$ cat src/hw/bscanPkg.sv
// Shared lengths and types for the I/O port boundary-scan block.
// Both chains must have the same length; one scan shifts scanLen bits.
// Words travel LSB first on both serial paths.

package bscanPkg;

	////////////////////////////////////////////////////////////
	// Chain geometry.
	////////////////////////////////////////////////////////////

	// Output pins and bits per output cell.
	localparam int numOutPins = 4;
	localparam int outCellBits = 3;

	// Input pins, one capture bit each.
	localparam int numInPins = 12;

	// Shift count per scan.
	localparam int scanLen = numOutPins * outCellBits;

	// Width of the shift counter.
	localparam int scanCntW = $clog2(scanLen);

	// Bit offsets inside one output cell.
	localparam int cellOutBit = 0;
	localparam int cellTriBit = 1;
	localparam int cellInpBit = 2;

	////////////////////////////////////////////////////////////
	// Command and response.
	////////////////////////////////////////////////////////////

	// Command opcodes; value 3 is unused.
	typedef enum logic [1:0] {
		OP_SCAN  = 2'd0,
		OP_ALLOW = 2'd1,
		OP_BLOCK = 2'd2
	} scanOpT;

	// Opcode plus the word shifted into the output chain.
	typedef struct packed {
		scanOpT op;
		logic [scanLen-1:0] outData;
	} scanCmdT;

	// Words shifted out of both chains.
	typedef struct packed {
		logic [scanLen-1:0] outWord;
		logic [scanLen-1:0] inWord;
	} scanRspT;

endpackage

$ cat src/hw/bscanOutChain.sv
// Output-pin boundary-scan cells, three bits per pin.
// Cells drive directly from their shift bits; there is no update stage.
// Shift order per cell is serial in, inp, tri, out, then on to the next cell.
// The inp bit samples the driven pad level through one synchronizer flop.

`timescale 1ns/1ps

module bscanOutChain (
	input  logic clk,
	input  logic arstN,
	input  logic scanShift,
	input  logic allowOverride,
	input  logic outSerIn,
	input  logic [bscanPkg::numOutPins-1:0] coreOut,
	output logic [bscanPkg::numOutPins-1:0] padOut,
	output logic outSerOut
);

	import bscanPkg::*;

	////////////////////////////////////////////////////////////
	// Signals.
	////////////////////////////////////////////////////////////

	// All cell bits as one word; cell i sits at bits 3i..3i+2.
	logic [scanLen-1:0] chainQ;

	// Word after one shift step.
	logic [scanLen-1:0] chainShift;

	// Pad sample, first half of the synchronizer.
	logic [numOutPins-1:0] padSync;

	// Per-pin override decision.
	logic [numOutPins-1:0] overridePin;

	////////////////////////////////////////////////////////////
	// Pad drive.
	////////////////////////////////////////////////////////////

	// Override needs allowance, no shifting and tri set.
	// Otherwise the core owns the pin.
	always_comb begin
		for (int i = 0; i < numOutPins; i++) begin
			overridePin[i] = allowOverride & ~scanShift
				& chainQ[outCellBits*i + cellTriBit];
			padOut[i] = overridePin[i] ? chainQ[outCellBits*i + cellOutBit] : coreOut[i];
		end
	end

	// Resample what is actually driven.
	always_ff @(posedge clk or negedge arstN) begin
		if (!arstN) begin
			padSync <= '0;
		end else begin
			padSync <= padOut;
		end
	end

	////////////////////////////////////////////////////////////
	// Shift and capture.
	////////////////////////////////////////////////////////////

	// Data enters at the top, leaves at cell 0's out bit.
	assign chainShift = {outSerIn, chainQ[scanLen-1:1]};
	assign outSerOut = chainQ[0];

	// While idle only inp bits load; out and tri hold.
	always_ff @(posedge clk or negedge arstN) begin
		if (!arstN) begin
			chainQ <= '0;
		end else if (scanShift) begin
			chainQ <= chainShift;
		end else begin
			for (int i = 0; i < numOutPins; i++) begin
				chainQ[outCellBits*i + cellInpBit] <= padSync[i];
			end
		end
	end

endmodule

$ cat src/hw/bscanInChain.sv
// Input-pin capture chain, one bit per pad.
// Pads reach the core directly; this chain only observes them.
// Zeros shift in at the top, so the chain reads back as zero after a scan
// until the next idle cycle recaptures.

`timescale 1ns/1ps

module bscanInChain (
	input  logic clk,
	input  logic arstN,
	input  logic scanShift,
	input  logic [bscanPkg::numInPins-1:0] padIn,
	output logic inSerOut
);

	import bscanPkg::*;

	////////////////////////////////////////////////////////////
	// Signals.
	////////////////////////////////////////////////////////////

	// First synchronizer stage.
	logic [numInPins-1:0] padSync;

	// Capture and shift bits, bit k for pad k.
	logic [numInPins-1:0] capQ;

	////////////////////////////////////////////////////////////
	// Synchronize.
	////////////////////////////////////////////////////////////

	// Pads are asynchronous to clk.
	always_ff @(posedge clk or negedge arstN) begin
		if (!arstN) begin
			padSync <= '0;
		end else begin
			padSync <= padIn;
		end
	end

	////////////////////////////////////////////////////////////
	// Capture or shift.
	////////////////////////////////////////////////////////////

	// Second stage doubles as the capture bit.
	// Shifting moves toward bit 0.
	always_ff @(posedge clk or negedge arstN) begin
		if (!arstN) begin
			capQ <= '0;
		end else if (scanShift) begin
			capQ <= {1'b0, capQ[numInPins-1:1]};
		end else begin
			capQ <= padSync;
		end
	end

	// LSB leaves first.
	assign inSerOut = capQ[0];

endmodule

$ cat src/hw/scanSequencer.sv
// Command-driven scan sequencer for both boundary-scan chains.
// One command in flight; a new one waits until the response is taken.
// A scan shifts scanLen bits LSB first; the response word bit k is the
// bit that left the chain on shift cycle k.
// Unused opcode 3 answers with a zero response and changes nothing.

`timescale 1ns/1ps

module scanSequencer (
	input  logic clk,
	input  logic arstN,
	input  logic cmdValid,
	output logic cmdReady,
	input  bscanPkg::scanCmdT cmd,
	output logic rspValid,
	input  logic rspReady,
	output bscanPkg::scanRspT rsp,
	output logic scanShift,
	output logic allowOverride,
	output logic outSerIn,
	input  logic outSerOut,
	input  logic inSerOut
);

	import bscanPkg::*;

	typedef enum logic [1:0] {
		IDLE,
		SHIFT,
		RESPOND
	} seqStateT;

	seqStateT state;
	logic cmdAccept;
	logic lastShift;
	logic [scanCntW-1:0] shiftCnt;

	// Word still to be shifted out to the output chain.
	logic [scanLen-1:0] dataQ;

	// Collected serial outputs.
	logic [scanLen-1:0] outRspQ;
	logic [scanLen-1:0] inRspQ;

	////////////////////////////////////////////////////////////
	// Handshakes and chain controls.
	////////////////////////////////////////////////////////////

	// Idle means no command running and no response held.
	assign cmdReady = (state == IDLE);
	assign cmdAccept = cmdValid & cmdReady;
	assign rspValid = (state == RESPOND);
	assign scanShift = (state == SHIFT);
	assign lastShift = (shiftCnt == scanCntW'(scanLen - 1));
	assign outSerIn = dataQ[0];

	////////////////////////////////////////////////////////////
	// Control FSM.
	////////////////////////////////////////////////////////////

	always_ff @(posedge clk or negedge arstN) begin
		if (!arstN) begin
			state <= IDLE;
			shiftCnt <= '0;
			allowOverride <= 1'b0;
		end else begin
			case (state)
				IDLE: begin
					if (cmdAccept) begin
						case (cmd.op)
							OP_SCAN: begin
								state <= SHIFT;
								shiftCnt <= '0;
							end
							OP_ALLOW: begin
								allowOverride <= 1'b1;
								state <= RESPOND;
							end
							OP_BLOCK: begin
								allowOverride <= 1'b0;
								state <= RESPOND;
							end
							default: state <= RESPOND;
						endcase
					end
				end
				SHIFT: begin
					// Exactly scanLen shift cycles.
					shiftCnt <= shiftCnt + 1'b1;
					if (lastShift) begin
						state <= RESPOND;
					end
				end
				RESPOND: begin
					if (rspReady) begin
						state <= IDLE;
					end
				end
				default: state <= IDLE;
			endcase
		end
	end

	////////////////////////////////////////////////////////////
	// Shift datapath.
	////////////////////////////////////////////////////////////

	// Cleared on accept so non-scan commands answer zero.
	// First bit out ends up at bit 0.
	always_ff @(posedge clk) begin
		if (cmdAccept) begin
			dataQ <= cmd.outData;
			outRspQ <= '0;
			inRspQ <= '0;
		end else if (scanShift) begin
			dataQ <= dataQ >> 1;
			outRspQ <= {outSerOut, outRspQ[scanLen-1:1]};
			inRspQ <= {inSerOut, inRspQ[scanLen-1:1]};
		end
	end

	// Combine both chains into one response.
	always_comb begin
		rsp.outWord = outRspQ;
		rsp.inWord = inRspQ;
	end

endmodule

$ cat src/hw/bscanTop.sv
// Boundary-scan block for the controller's I/O port.
// Output pins pass through three-bit scan cells; input pins are only observed.
// Both chains shift together under one command-driven sequencer.
// Single clock domain; pads are resynchronized inside the chains.

`timescale 1ns/1ps

module bscanTop (
	input  logic clk,
	input  logic arstN,
	input  logic cmdValid,
	output logic cmdReady,
	input  bscanPkg::scanCmdT cmd,
	output logic rspValid,
	input  logic rspReady,
	output bscanPkg::scanRspT rsp,
	input  logic [bscanPkg::numOutPins-1:0] coreOut,
	output logic [bscanPkg::numOutPins-1:0] padOut,
	input  logic [bscanPkg::numInPins-1:0] padIn
);

	// Shared chain controls.
	logic scanShift;
	logic allowOverride;

	// Serial paths to and from the chains.
	logic outSerIn;
	logic outSerOut;
	logic inSerOut;

	////////////////////////////////////////////////////////////
	// Chains.
	////////////////////////////////////////////////////////////

	bscanOutChain uOutChain (
		.clk(clk),
		.arstN(arstN),
		.scanShift(scanShift),
		.allowOverride(allowOverride),
		.outSerIn(outSerIn),
		.coreOut(coreOut),
		.padOut(padOut),
		.outSerOut(outSerOut)
	);

	bscanInChain uInChain (
		.clk(clk),
		.arstN(arstN),
		.scanShift(scanShift),
		.padIn(padIn),
		.inSerOut(inSerOut)
	);

	// Sequencer.
	scanSequencer uSequencer (
		.clk(clk),
		.arstN(arstN),
		.cmdValid(cmdValid),
		.cmdReady(cmdReady),
		.cmd(cmd),
		.rspValid(rspValid),
		.rspReady(rspReady),
		.rsp(rsp),
		.scanShift(scanShift),
		.allowOverride(allowOverride),
		.outSerIn(outSerIn),
		.outSerOut(outSerOut),
		.inSerOut(inSerOut)
	);

endmodule

$ cat config.mk
export PLATFORM = sky130hd
export DESIGN_NAME = bscanTop
export DESIGN_NICKNAME = d
export VERILOG_FILES = /design/src/hw/bscanPkg.sv /design/src/hw/bscanOutChain.sv /design/src/hw/bscanInChain.sv /design/src/hw/scanSequencer.sv /design/src/hw/bscanTop.sv
export SDC_FILE = /design/constraint.sdc
export NUM_CORES = 1
export LEC_CHECK = 0
export BUFFER_PORTS_ARGS = -buffer_cell sky130_fd_sc_hd__buf_2
export CELL_PAD_IN_SITES_DETAIL_PLACEMENT = 0
export CELL_PAD_IN_SITES_GLOBAL_PLACEMENT = 1
export CORE_UTILIZATION = 40
export CTS_BUF_LIST = sky130_fd_sc_hd__clkbuf_8
export DETAILED_ROUTE_END_ITERATION = 8
export GPL_TIMING_DRIVEN = 0
export PLACE_DENSITY_LB_ADDON = 0.1
export RECOVER_POWER = 50
export SYNTH_ARGS = -nofsm -noshare
export SYNTH_HDL_FRONTEND = slang
export SYNTH_SLANG_ARGS = --single-unit
$ cat constraint.sdc
create_clock -name clk -period 5.2 [get_ports clk]
set_clock_uncertainty 0.1 [all_clocks]
set_input_delay 1.56 -clock clk [delete_from_list [all_inputs] [get_ports clk]]
set_output_delay 1.56 -clock clk [all_outputs]
set_load 0.01 [all_outputs]
==> run_results.csv, run 1 <==
group,metric,value,unit
status,status,"complete, but fails checks",
status,violations_in_the_final_reports,"capacitance limit, slew limit",
route,detailedRoute.firstIterationViolations,73,
clocking,tritoncts,"yes",
grt,grt_remaining_overflow,0,
grt,wire_length_of_the_first_global_routing_pass,10600,um
worst_setup_path,r2r-end,"uSequencer.dataQ[2]$_DFFE_PP_",
die,die_area,8190,sq um
clocking,post_cts.resized_instances,0,
worst_setup_path,critPathMostFrequentCell,"sky130_fd_sc_hd__clkbuf_1",
sta,post-route-period-util,0.740,
route,total_drc_errors_in_the_routed_layout,0,
worst_setup_path,worst-path-max-fanout,10,
worst_setup_path,critical_path.endpoint_type,"output port",
die,core-area,7410,sq um
yosys,synth_area_leaders,"sky130_fd_sc_hd__dfrtp_1, sky130_fd_sc_hd__dfxtp_1, sky130_fd_sc_hd__nand2_1",
die,overall_die_width,90.5,um
sta,fin_hold_ws,0.341,ns
clocking,cts.sinks,83,
sta,max_clock_freq,260,MHz
sta,worst_case_headroom_to_the_max_slew_limit,-0.651,
worst_setup_path,critical_path.n_buffers_inverters,3,
route,wl_per_cell,12.6,um
hold_path,timing.hold.worst.class,"register to register",
die,io-pin-count,64,
yosys,synth.avg_cell_area,10.5,sq um
cells_and_area,most_used_cells_in_the_layout_excluding_fill_and_tap_cells,"sky130_fd_sc_hd__nand2_1, sky130_fd_sc_hd__buf_2, sky130_fd_sc_hd__dfrtp_1, sky130_fd_sc_hd__a21oi_1, sky130_fd_sc_hd__dfxtp_1",
clocking,clk_latency,0.34,ns
worst_setup_path,start_of_the_worst_register_to_register_path,"uSequencer.state[1]$_DFFE_PN0P_",
sta,number_of_max_slew_violations_in_the_final_report,48,
hold_path,hold_path_startpoint,"uInChain.capQ[11]$_DFF_PN0_",
route,finalWirelength,6010,um
yosys,ys_seq_area_frac,0.644,
clocking,postCtsHoldBufs,0,
yosys,ys_types,27,
run,maxCapViolCount,1,
yosys,synth_top_area_cell,"sky130_fd_sc_hd__dfrtp_1",
cells_and_area,n_fill_cell,732,
sta,rsz0062_at_grt,"false",
yosys,synth.ff_latch_count,83,
yosys,post_synth_inst_count,298,
cells_and_area,num-nets-final,409,
route,vias,2199,
die,initial_standard_cell_utilization_of_the_core,0.423,
clocking,cts_made_buffers,9,
die,placementRows,31,
route,drt_first_pass_iters,4,
worst_setup_path,timing.reg2reg.worst_path_depth,5,
worst_setup_path,cp_data_required_time,3.54,ns
sta,timing_hold_violations_final,0,
yosys,synth_top_cell_area_share,0.376,
power_and_ir_drop,cellLeakagePower,1.76,nW
route,residual_antenna_violating_net_count_after_detailed_routing,0,
cells_and_area,ff_latch_area,2020,sq um
cells_and_area,multi_input_gate_area,972,sq um
place,port-buffer-count,63,
clocking,htree_levels,3,
yosys,syn-cell-area,3130,sq um
worst_setup_path,setup.worst_path.class,"register to output port",
clocking,post_cts.repair.setup_buffers,0,
place,hpwl,4100,um
clocking,cts_root_buffer,"sky130_fd_sc_hd__clkbuf_8",
sta,worstMarginPinSlew,2.48,ns
grt,grt_pass1_vias,2177,
clocking,clkSlewWorstSetupHoldPaths,0.08,ns
hold_path,hold_depth,2,
grt,global_route.usage.total,0.165,
worst_setup_path,critPathTopFamily,"buffers and inverters",
power_and_ir_drop,p_per_area,522,nW/um^2
grt,initial_antenna_violation_count,0,
grt,grt_max_degree,48,
cells_and_area,drive_above_1_share,0.255,
cells_and_area,antenna_cells,0,
hold_path,min_delay_worst_endpoint,"uInChain.capQ[10]$_DFF_PN0_",
clocking,clockBufferDepth,2,
worst_setup_path,worst_path_largest_cell_delay,0.41,ns
route,viasPerCell,4.62,
sta,setup-violations-final,0,
worst_setup_path,reg2reg_slack,2.56,ns
place,gp_congestion,0.760,
worst_setup_path,slowest_cp_cell,"sky130_fd_sc_hd__clkbuf_1",
worst_setup_path,startpoint_type,"register",
worst_setup_path,worstSetupPathDepth,6,
sta,totalNegativeSetupSlack,0,ns
sta,minimum_clock_period_after_layout,3.85,ns
power_and_ir_drop,power.ir.vdd_worst,0.222,mV
worst_setup_path,crit_arrival,2.19,ns
cells_and_area,final_common_cell,"sky130_fd_sc_hd__nand2_1",
worst_setup_path,chain_of_cells_forming_the_critical_path,"clkbuf_1 -> nand2b_1 -> clkbuf_1 -> nand3_1 -> mux2_4 -> buf_2",
die,die-height,90.5,um
yosys,synth_warnings,0,
yosys,syn_nets,335,
cells_and_area,areaGrowthSynthToFinish,18.8,%
[metal layers]
metal  routed length [um]  track usage
met1                 2810        0.216
met4                   91       0.0605
met3                  254       0.0446
met2                 2850        0.262
met5                    0            0
[power breakdown]
| group | total, mW | internal (mW) | leakage (nW) | switching, mW |
|---|---|---|---|---|
| sequential | 0.945 | 0.860 | 0.878 | 0.0852 |
| combinational | 0.543 | 0.205 | 0.773 | 0.338 |
| clock | 0.454 | 0.243 | 0.113 | 0.211 |
[cell type report]
type                    instances  area share
plain buffers                  16      0.0212
clock buffers                  11      0.0407
clock inverters                 5      0.0124
inverters                       5     0.00504
multi-input cells             194       0.261
flip-flops and latches         83       0.542
well taps                      99      0.0333
repair buffers                 63      0.0841
[per-stage QoR]
step,util,power (mW),area [sq um],cells,setup WS (ns)
after detailed placement,0.482,1.55,3570,460,1.47
final,0.502,1.94,3720,476,1.35
after global routing,0.502,2.09,3720,476,1.12
after CTS,0.509,2.01,3770,476,1.47
after floorplan,-,1.36,3130,298,1.70
after global placement,0.482,1.54,3570,460,1.47
[cells in the mapped netlist]
library cell / n
sky130_fd_sc_hd__nor3b_2: 1
sky130_fd_sc_hd__nand2b_1: 1
sky130_fd_sc_hd__mux2_4: 3
sky130_fd_sc_hd__a22oi_1: 1
sky130_fd_sc_hd__buf_6: 1
sky130_fd_sc_hd__a21oi_1: 25
sky130_fd_sc_hd__ha_1: 3
sky130_fd_sc_hd__dfrtp_1: 47
sky130_fd_sc_hd__nand3_2: 3
sky130_fd_sc_hd__dfxtp_1: 24
sky130_fd_sc_hd__buf_4: 8
sky130_fd_sc_hd__nand2_1: 124
sky130_fd_sc_hd__nand3b_1: 1
sky130_fd_sc_hd__buf_2: 7
sky130_fd_sc_hd__edfxtp_1: 12
sky130_fd_sc_hd__nor2b_1: 2
sky130_fd_sc_hd__o21ai_0: 7
sky130_fd_sc_hd__inv_1: 5
sky130_fd_sc_hd__mux2i_1: 1
sky130_fd_sc_hd__nand3_1: 3
sky130_fd_sc_hd__mux2_2: 12
sky130_fd_sc_hd__nor3b_1: 1
sky130_fd_sc_hd__and2_1: 2
sky130_fd_sc_hd__o311ai_1: 1
sky130_fd_sc_hd__o21ai_1: 1
sky130_fd_sc_hd__nor2_1: 1
sky130_fd_sc_hd__and2b_1: 1
[worst min-delay path, delay by kind of cell (launching register included)]
family | cells | cell delay, ns
DFF | 1 | 0.32
and+or+nand+nor | 2 | 0.09
[how the worst max path moves through the flow]
stage / startpoint / endpoint / slack (ns)
final: uSequencer.state[1]$_DFFE_PN0P_ / padOut[3] / 1.35
after global routing: arstN / uSequencer.shiftCnt[3]$_DFFE_PN0P_ / 1.12
after CTS: coreOut[0] / padOut[0] / 1.47
after detailed placement: coreOut[0] / padOut[0] / 1.47
after global placement: coreOut[0] / padOut[0] / 1.47
after floorplan: coreOut[1] / padOut[1] / 1.70
[registers in the layout, summed over array words and instances (netlist names)]
name                      cells
uInChain.capQ                12
uInChain.padSync             12
uOutChain.chainQ             12
uOutChain.padSync             4
uSequencer.allowOverride      1
uSequencer.dataQ             12
uSequencer.inRspQ            12
uSequencer.outRspQ           12
uSequencer.shiftCnt           4
uSequencer.state              2
[cells by family after synthesis]
family | Yosys count | synth area share
multiplexers | 16 | 0.0607
buffers and inverters | 21 | 0.0400
flip-flops | 83 | 0.644
AND/OR/NAND/NOR | 140 | 0.185
AO/OA/AOI/OAI | 35 | 0.0579
adder cells (fa/ha/maj) | 3 | 0.0120
No activity file was read; power rests on OpenSTA's default activity.
==> inputs of run 2 (changes only) <==
--- a/config.mk
+++ b/config.mk
@@ -5,6 +5,7 @@
 export SDC_FILE = /design/constraint.sdc
 export NUM_CORES = 1
 export LEC_CHECK = 0
+export ABC_AREA = 1
 export BUFFER_PORTS_ARGS = -buffer_cell sky130_fd_sc_hd__buf_2
 export CELL_PAD_IN_SITES_DETAIL_PLACEMENT = 0
 export CELL_PAD_IN_SITES_GLOBAL_PLACEMENT = 1
==> constraint.sdc (replaced) <==
create_clock -name clk -period 3.9 [get_ports clk]
set_clock_uncertainty 0.1 [all_clocks]
set_input_delay 1.17 -clock clk [delete_from_list [all_inputs] [get_ports clk]]
set_output_delay 1.17 -clock clk [all_outputs]
set_load 0.01 [all_outputs]
==> run 2 against run 1 <==
  * The run now ends clean
  * Sequential share of layout area shrank 0.11 points
  * Critical path depth grew 1
  * First-iteration DRC count grew 25%
  * Largest cell class unchanged
  * Critical endpoint unchanged
  * Non-clock buffer count shrank 2
  * Die area grew 0.15%
==> run_results.csv, run 2 <==
group,metric,value,unit
die,overall_die_width,90.6,um
worst_setup_path,worst_path_largest_cell_delay,0.43,ns
yosys,synth_top_cell_area_share,0.375,
clocking,cts.sinks,83,
cells_and_area,antenna_cells,0,
yosys,synth_warnings,0,
clocking,htree_levels,3,
status,status,"completed",
place,placed_instances,494,
worst_setup_path,slowest_cp_cell,"sky130_fd_sc_hd__dfrtp_1",
power_and_ir_drop,pwr-share-comb,0.226,
worst_setup_path,chain_of_cells_forming_the_critical_path,"inv_1 -> nand2_1 -> nand2_1 -> inv_1 -> nand3_1 -> nand2_1 -> buf_2",
yosys,synth.avg_cell_area,9.45,sq um
cells_and_area,most_used_cells_in_the_layout_excluding_fill_and_tap_cells,"sky130_fd_sc_hd__nand2_1, sky130_fd_sc_hd__buf_2, sky130_fd_sc_hd__dfrtp_1, sky130_fd_sc_hd__dfxtp_1, sky130_fd_sc_hd__a21oi_1",
power_and_ir_drop,total_internal_power,1.51,mW
yosys,post_synth_inst_count,332,
cells_and_area,num-nets-final,443,
route,detailedRoute.firstIterationViolations,91,
die,io-pin-count,64,
yosys,synth_top_area_cell,"sky130_fd_sc_hd__dfrtp_1",
yosys,synth.ff_latch_count,83,
worst_setup_path,crit_path_start,"uSequencer.state[1]$_DFFE_PN0P_",
yosys,synth-edff-count,12,
sta,timing_hold_violations_final,0,
sta,number_of_max_slew_violations_in_the_final_report,0,
hold_path,timing.hold.worst.class,"register to register",
grt,wire_length_of_the_first_global_routing_pass,10500,um
cells_and_area,drive_above_1_share,0.229,
yosys,syn-cell-area,3140,sq um
clocking,post_cts.resized_instances,0,
sta,post-route-period-util,0.769,
die,die-height,90.6,um
worst_setup_path,startpoint_type,"register",
worst_setup_path,reg2reg_slack,1.98,ns
die,initial_standard_cell_utilization_of_the_core,0.423,
sta,max_clock_freq,333,MHz
place,port-buffer-count,63,
power_and_ir_drop,seq_power_share,0.514,
clocking,cts_root_buffer,"sky130_fd_sc_hd__clkbuf_8",
yosys,ys_seq_area_frac,0.643,
hold_path,hold_path_startpoint,"uInChain.capQ[7]$_DFF_PN0_",
sta,worst_case_headroom_to_the_max_slew_limit,0.308,
run,maxCapViolCount,0,
hold_path,hold_depth,2,
worst_setup_path,r2r-end,"uSequencer.dataQ[9]$_DFFE_PP_",
cells_and_area,final_non_filler_cells,510,
worst_setup_path,critPathMostFrequentCell,"sky130_fd_sc_hd__nand2_1",
sta,rsz0062_at_grt,"false",
power_and_ir_drop,netSwitchingFraction,0.347,
route,vias,2381,
sta,worstMarginPinSlew,1.04,ns
sta,setup-violations-final,0,
clocking,cts_made_buffers,9,
yosys,ys_types,22,
worst_setup_path,worst-path-max-fanout,5,
worst_setup_path,critical_path.endpoint_type,"output port",
yosys,synth_area_leaders,"sky130_fd_sc_hd__dfrtp_1, sky130_fd_sc_hd__nand2_1, sky130_fd_sc_hd__dfxtp_1",
clocking,post_cts.repair.setup_buffers,0,
grt,global_route.usage.total,0.164,
route,total_drc_errors_in_the_routed_layout,0,
grt,grt_max_degree,48,
route,wl_per_cell,12.0,um
yosys,async_reset_ff_frac,0.566,
clocking,postCtsHoldBufs,0,
clocking,clockBufferDepth,2,
grt,grt_pass1_vias,2220,
clocking,clkSlewWorstSetupHoldPaths,0.09,ns
cells_and_area,final_common_cell,"sky130_fd_sc_hd__nand2_1",
route,drt_first_pass_iters,4,
power_and_ir_drop,power.ir.vdd_worst,0.277,mV
cells_and_area,stdcell_area,3730,sq um
worst_setup_path,setup.worst_path.class,"register to output port",
hold_path,min_delay_worst_endpoint,"uInChain.capQ[6]$_DFF_PN0_",
worst_setup_path,start_of_the_worst_register_to_register_path,"uSequencer.state[1]$_DFFE_PN0P_",
yosys,synth.cells.most_frequent,"sky130_fd_sc_hd__nand2_1, sky130_fd_sc_hd__dfrtp_1, sky130_fd_sc_hd__dfxtp_1",
route,viasPerCell,4.67,
sta,totalNegativeSetupSlack,0,ns
worst_setup_path,cp_data_required_time,2.63,ns
place,gp_congestion,0.715,
clocking,clk_latency,0.36,ns
yosys,ys.flop_type,"sky130_fd_sc_hd__dfrtp_1",
die,placementRows,31,
grt,initial_antenna_violation_count,0,
power_and_ir_drop,p_per_area,618,nW/um^2
sta,minimum_clock_period_after_layout,3.00,ns
cells_and_area,areaGrowthSynthToFinish,18.9,%
power_and_ir_drop,p_switching,0.800,mW
worst_setup_path,crit_arrival,1.73,ns
worst_setup_path,timing.reg2reg.worst_path_depth,5,
power_and_ir_drop,clock_power_share,0.260,
yosys,syn_nets,369,
route,finalWirelength,6140,um
die,core-area,7410,sq um
die,die_area,8200,sq um
yosys,post-synth-top-count-cell,"sky130_fd_sc_hd__nand2_1",
route,residual_antenna_violating_net_count_after_detailed_routing,0,
power_and_ir_drop,cellLeakagePower,1.79,nW
clocking,tritoncts,"yes",
place,post_dp_area,3580,sq um
place,hpwl,4150,um
grt,grt_remaining_overflow,0,
-- run 2: cell types whose count changed after synthesis, sizes merged, moves of 2 or more --
cell,before,now
nand2,124,156
mux2,15,0
inv,5,15
nor2,1,7
o21ai,8,14
nand3,6,10
and2,2,0
buf,16,14
nand4,0,2
nor2b,2,0
nor3b,2,0
-- run 2: area by class of cell --
type | count | area, sq um
multi-input cells | 220 | 955
fillers | 780 | 3680
clock buffers | 9 | 124
repair buffers | 63 | 314
clock inverters | 7 | 68.8
well taps | 99 | 124
flip-flops and latches | 83 | 2020
inverters | 15 | 56.3
plain buffers | 14 | 70.1
-- run 2: cell families (layout without fill, tap and decap cells) --
family,count (synthesis),count (layout),share of synthesized area
fa+ha+maj,3,3,0.0120
simple gates,178,178,0.226
buf+inv,29,108,0.0451
compound gates,39,39,0.0742
flops,83,83,0.643
-- run 2: power groups by stage --
stage               clock, mW  combinational, mW  sequential [mW]
floorplan                   0              0.381             1.18
detailed placement          0              0.553             1.21
finish                  0.599              0.521             1.19
global placement            0              0.545             1.21
CTS                     0.618              0.556             1.19
global route            0.653              0.607             1.21
-- run 2: how the worst max path moves through the flow --
stage                endpoint  slack, ns  cells after the start
floorplan           padOut[0]       1.29                      2
CTS                 padOut[3]       0.89                      7
detailed placement  padOut[3]       1.04                      4
global route        padOut[3]       0.67                      7
finish              padOut[3]       0.90                      7
global placement    padOut[3]       1.04                      4
-- run 2: worst max-delay path: cells and delay by family, from the launching register on --
kind	cells	cell delay, ns
and+or+nand+nor	4	0.51
buffers and inverters	3	0.43
DFF	1	0.43
-- run 2: through the flow --
stage / utilization / setup slack (ns) / power [mW] / hold WS, ns
finish: 0.503 / 0.900 / 2.31 / 0.345
global route: 0.503 / 0.674 / 2.47 / 0.353
CTS: 0.509 / 0.886 / 2.37 / 0.343
detailed placement: 0.483 / 1.04 / 1.76 / 0.330
global placement: 0.483 / 1.04 / 1.75 / 0.325
floorplan: - / 1.29 / 1.56 / 0.318
-- run 2: routing by layer --
metal | track usage | vias up | share of wire
met5 | 0 | - | 0
met4 | 0.0847 | 0 | 0.021
met3 | 0.0396 | 11 | 0.037
met2 | 0.242 | 54 | 0.45
met1 | 0.223 | 1124 | 0.49
li1 | - | 1192 | -
==> inputs of run 3 (changes only) <==
--- a/config.mk
+++ b/config.mk
@@ -5,7 +5,7 @@
 export SDC_FILE = /design/constraint.sdc
 export NUM_CORES = 1
 export LEC_CHECK = 0
-export ABC_AREA = 1
+export ABC_AREA = 0
 export BUFFER_PORTS_ARGS = -buffer_cell sky130_fd_sc_hd__buf_2
 export CELL_PAD_IN_SITES_DETAIL_PLACEMENT = 0
 export CELL_PAD_IN_SITES_GLOBAL_PLACEMENT = 1
==> constraint.sdc (replaced) <==
create_clock -name clk -period 2.8 [get_ports clk]
set_clock_uncertainty 0.1 [all_clocks]
set_input_delay 0.84 -clock clk [delete_from_list [all_inputs] [get_ports clk]]
set_output_delay 0.84 -clock clk [all_outputs]
set_load 0.01 [all_outputs]
==> run 3 against run 2 <==
  * Sequential cell count is the same
  * Critical path depth shrank 1
  * Worst setup slack lost 0.77 ns
  * Total power grew 58%
  * Global-route usage grew 0.12 points
  * Cell area grew 0.37%
  * Combinational power grew 98%
  * Sequential power grew 48%
  * Non-clock buffer count grew 2
  * First-iteration DRC count shrank 24%
  * Clock-buffer cell count grew 2
  * Die area shrank 0.15%
  * Largest cell class unchanged
==> run_results.csv, run 3 (synthesis results as in run 1) <==
group,metric,value,unit
worst_setup_path,critical_path.n_buffers_inverters,3,
place,dp_slack,0.489,ns
die,io-pin-count,64,
clocking,htree_levels,3,
sta,totalNegativeSetupSlack,0,ns
place,hpwl,4100,um
clocking,clkSlewWorstSetupHoldPaths,0.08,ns
die,initial_standard_cell_utilization_of_the_core,0.423,
power_and_ir_drop,power.ir.vdd_worst,0.414,mV
grt,initial_antenna_violation_count,0,
power_and_ir_drop,cellLeakagePower,1.78,nW
route,detailedRoute.firstIterationViolations,69,
place,gp_congestion,0.760,
grt,grt_remaining_overflow,0,
clocking,cts_root_buffer,"sky130_fd_sc_hd__clkbuf_8",
hold_path,timing.hold.worst.class,"register to register",
sta,max_clock_freq,375,MHz
sta,setup-violations-final,0,
die,die_area,8190,sq um
power_and_ir_drop,total_internal_power,2.45,mW
run,maxCapViolCount,0,
status,status,"completed",
route,total_drc_errors_in_the_routed_layout,0,
route,vias,2186,
route,finalWirelength,6020,um
clocking,post_cts.resized_instances,0,
sta,post-route-worst-setup-slack,0.133,ns
power_and_ir_drop,netSwitchingFraction,0.326,
clocking,tritoncts,"yes",
die,core-area,7410,sq um
worst_setup_path,worst_path_largest_cell_delay,0.36,ns
grt,grt_max_degree,48,
sta,post-route-period-util,0.953,
route,wl_per_cell,12.6,um
cells_and_area,areaGrowthSynthToFinish,19.5,%
sta,rsz0062_at_grt,"false",
clocking,clockBufferDepth,2,
cells_and_area,num-nets-final,409,
worst_setup_path,setup.worst_path.class,"register to output port",
die,placementRows,31,
die,die-height,90.5,um
clocking,post_cts.repair.setup_buffers,0,
route,residual_antenna_violating_net_count_after_detailed_routing,0,
grt,global_route.usage.total,0.165,
clocking,cts_made_buffers,9,
route,viasPerCell,4.59,
place,port-buffer-count,63,
power_and_ir_drop,p_per_area,971,nW/um^2
worst_setup_path,worst-path-max-fanout,10,
clocking,clk_latency,0.34,ns
power_and_ir_drop,pwr-share-comb,0.285,
worst_setup_path,chain_of_cells_forming_the_critical_path,"buf_4 -> nand2b_1 -> buf_6 -> nand3_2 -> mux2_4 -> buf_2",
die,overall_die_width,90.5,um
power_and_ir_drop,seq_power_share,0.484,
sta,timing_hold_violations_final,0,
cells_and_area,drive_above_1_share,0.268,
worst_setup_path,slowest_cp_cell,"sky130_fd_sc_hd__dfrtp_1",
worst_setup_path,cp_data_required_time,1.86,ns
sta,minimum_clock_period_after_layout,2.67,ns
power_and_ir_drop,p_switching,1.18,mW
cells_and_area,most_used_cells_in_the_layout_excluding_fill_and_tap_cells,"sky130_fd_sc_hd__nand2_1, sky130_fd_sc_hd__buf_2, sky130_fd_sc_hd__dfrtp_1, sky130_fd_sc_hd__a21oi_1, sky130_fd_sc_hd__dfxtp_1",
power_and_ir_drop,clock_power_share,0.232,
sta,number_of_max_slew_violations_in_the_final_report,0,
route,drt_first_pass_iters,4,
cells_and_area,n_fill_cell,724,
clocking,postCtsHoldBufs,0,
worst_setup_path,startpoint_type,"register",
clocking,cts.sinks,83,
worst_setup_path,critPathTopFamily,"buffers and inverters",
cells_and_area,final_common_cell,"sky130_fd_sc_hd__nand2_1",
sta,worst_case_headroom_to_the_max_slew_limit,0.229,
grt,grt_pass1_vias,2177,
grt,wire_length_of_the_first_global_routing_pass,10600,um
cells_and_area,antenna_cells,0,
sta,worstMarginPinSlew,1.16,ns
worst_setup_path,critical_path.endpoint_type,"output port",
worst_setup_path,crit_arrival,1.73,ns
run 3: power groups by stage:
stage               registers [mW]  logic (mW)  clock network [mW]
floorplan                     1.74       0.780                   0
global placement              1.78        1.08                   0
detailed placement            1.78        1.10                   0
CTS                           1.76        1.10               0.874
global route                  1.80        1.19               0.926
finish                        1.76        1.03               0.841
run 3: routing by layer:
layer / track usage / routed length (um)
met5: 0 / 0
met4: 0.0605 / 89
met3: 0.0446 / 254
met2: 0.262 / 2850
met1: 0.216 / 2830
run 3: cell type report:
class / instances / area (sq um) / area share
well taps: 99 / 124 / 0.0331
clock buffers: 11 / 151 / 0.0405
flip-flops and latches: 83 / 2020 / 0.539
repair buffers: 63 / 314 / 0.0839
plain buffers: 16 / 86.3 / 0.0231
multi-input cells: 194 / 985 / 0.263
clock inverters: 5 / 46.3 / 0.0124
inverters: 5 / 18.8 / 0.00502
run 3: worst register-to-register path, cell delays in order (launching register included):
cell and delay (ns):
sky130_fd_sc_hd__dfrtp_1 0.36, sky130_fd_sc_hd__buf_4 0.16, sky130_fd_sc_hd__nor3b_1 0.26, sky130_fd_sc_hd__clkbuf_1 0.42, sky130_fd_sc_hd__mux2_2 0.39
run 3: worst paths after layout:
| path | cells past startpoint | to | slack, ns | start |
|---|---|---|---|---|
| min in group asynchronous | 1 | uInChain.padSync[4]$_DFF_PN0_ | 0.62 | arstN |
| max reg2reg | 4 | uSequencer.dataQ[2]$_DFFE_PP_ | 0.85 | uSequencer.state[1]$_DFFE_PN0P_ |
| max | 6 | padOut[2] | 0.13 | uSequencer.state[1]$_DFFE_PN0P_ |
| min reg2reg | 2 | uInChain.capQ[10]$_DFF_PN0_ | 0.34 | uInChain.capQ[11]$_DFF_PN0_ |
| min | 2 | uInChain.capQ[10]$_DFF_PN0_ | 0.34 | uInChain.capQ[11]$_DFF_PN0_ |
| max in group asynchronous | 1 | uSequencer.shiftCnt[3]$_DFFE_PN0P_ | 1.27 | arstN |
run 3: stage by stage:
| stage | power (mW) | hold slack (ns) | util | area [sq um] | instances |
|---|---|---|---|---|---|
| 2_1_floorplan | 2.52 | 0.314 | - | 3130 | 298 |
| 4_1_cts | 3.74 | 0.348 | 0.509 | 3770 | 476 |
| 3_3_place_gp | 2.85 | 0.319 | 0.482 | 3570 | 460 |
| 6_report | 3.63 | 0.342 | 0.505 | 3740 | 476 |
| 5_1_grt | 3.91 | 0.368 | 0.505 | 3740 | 476 |
| 3_5_place_dp | 2.88 | 0.324 | 0.482 | 3570 | 460 |
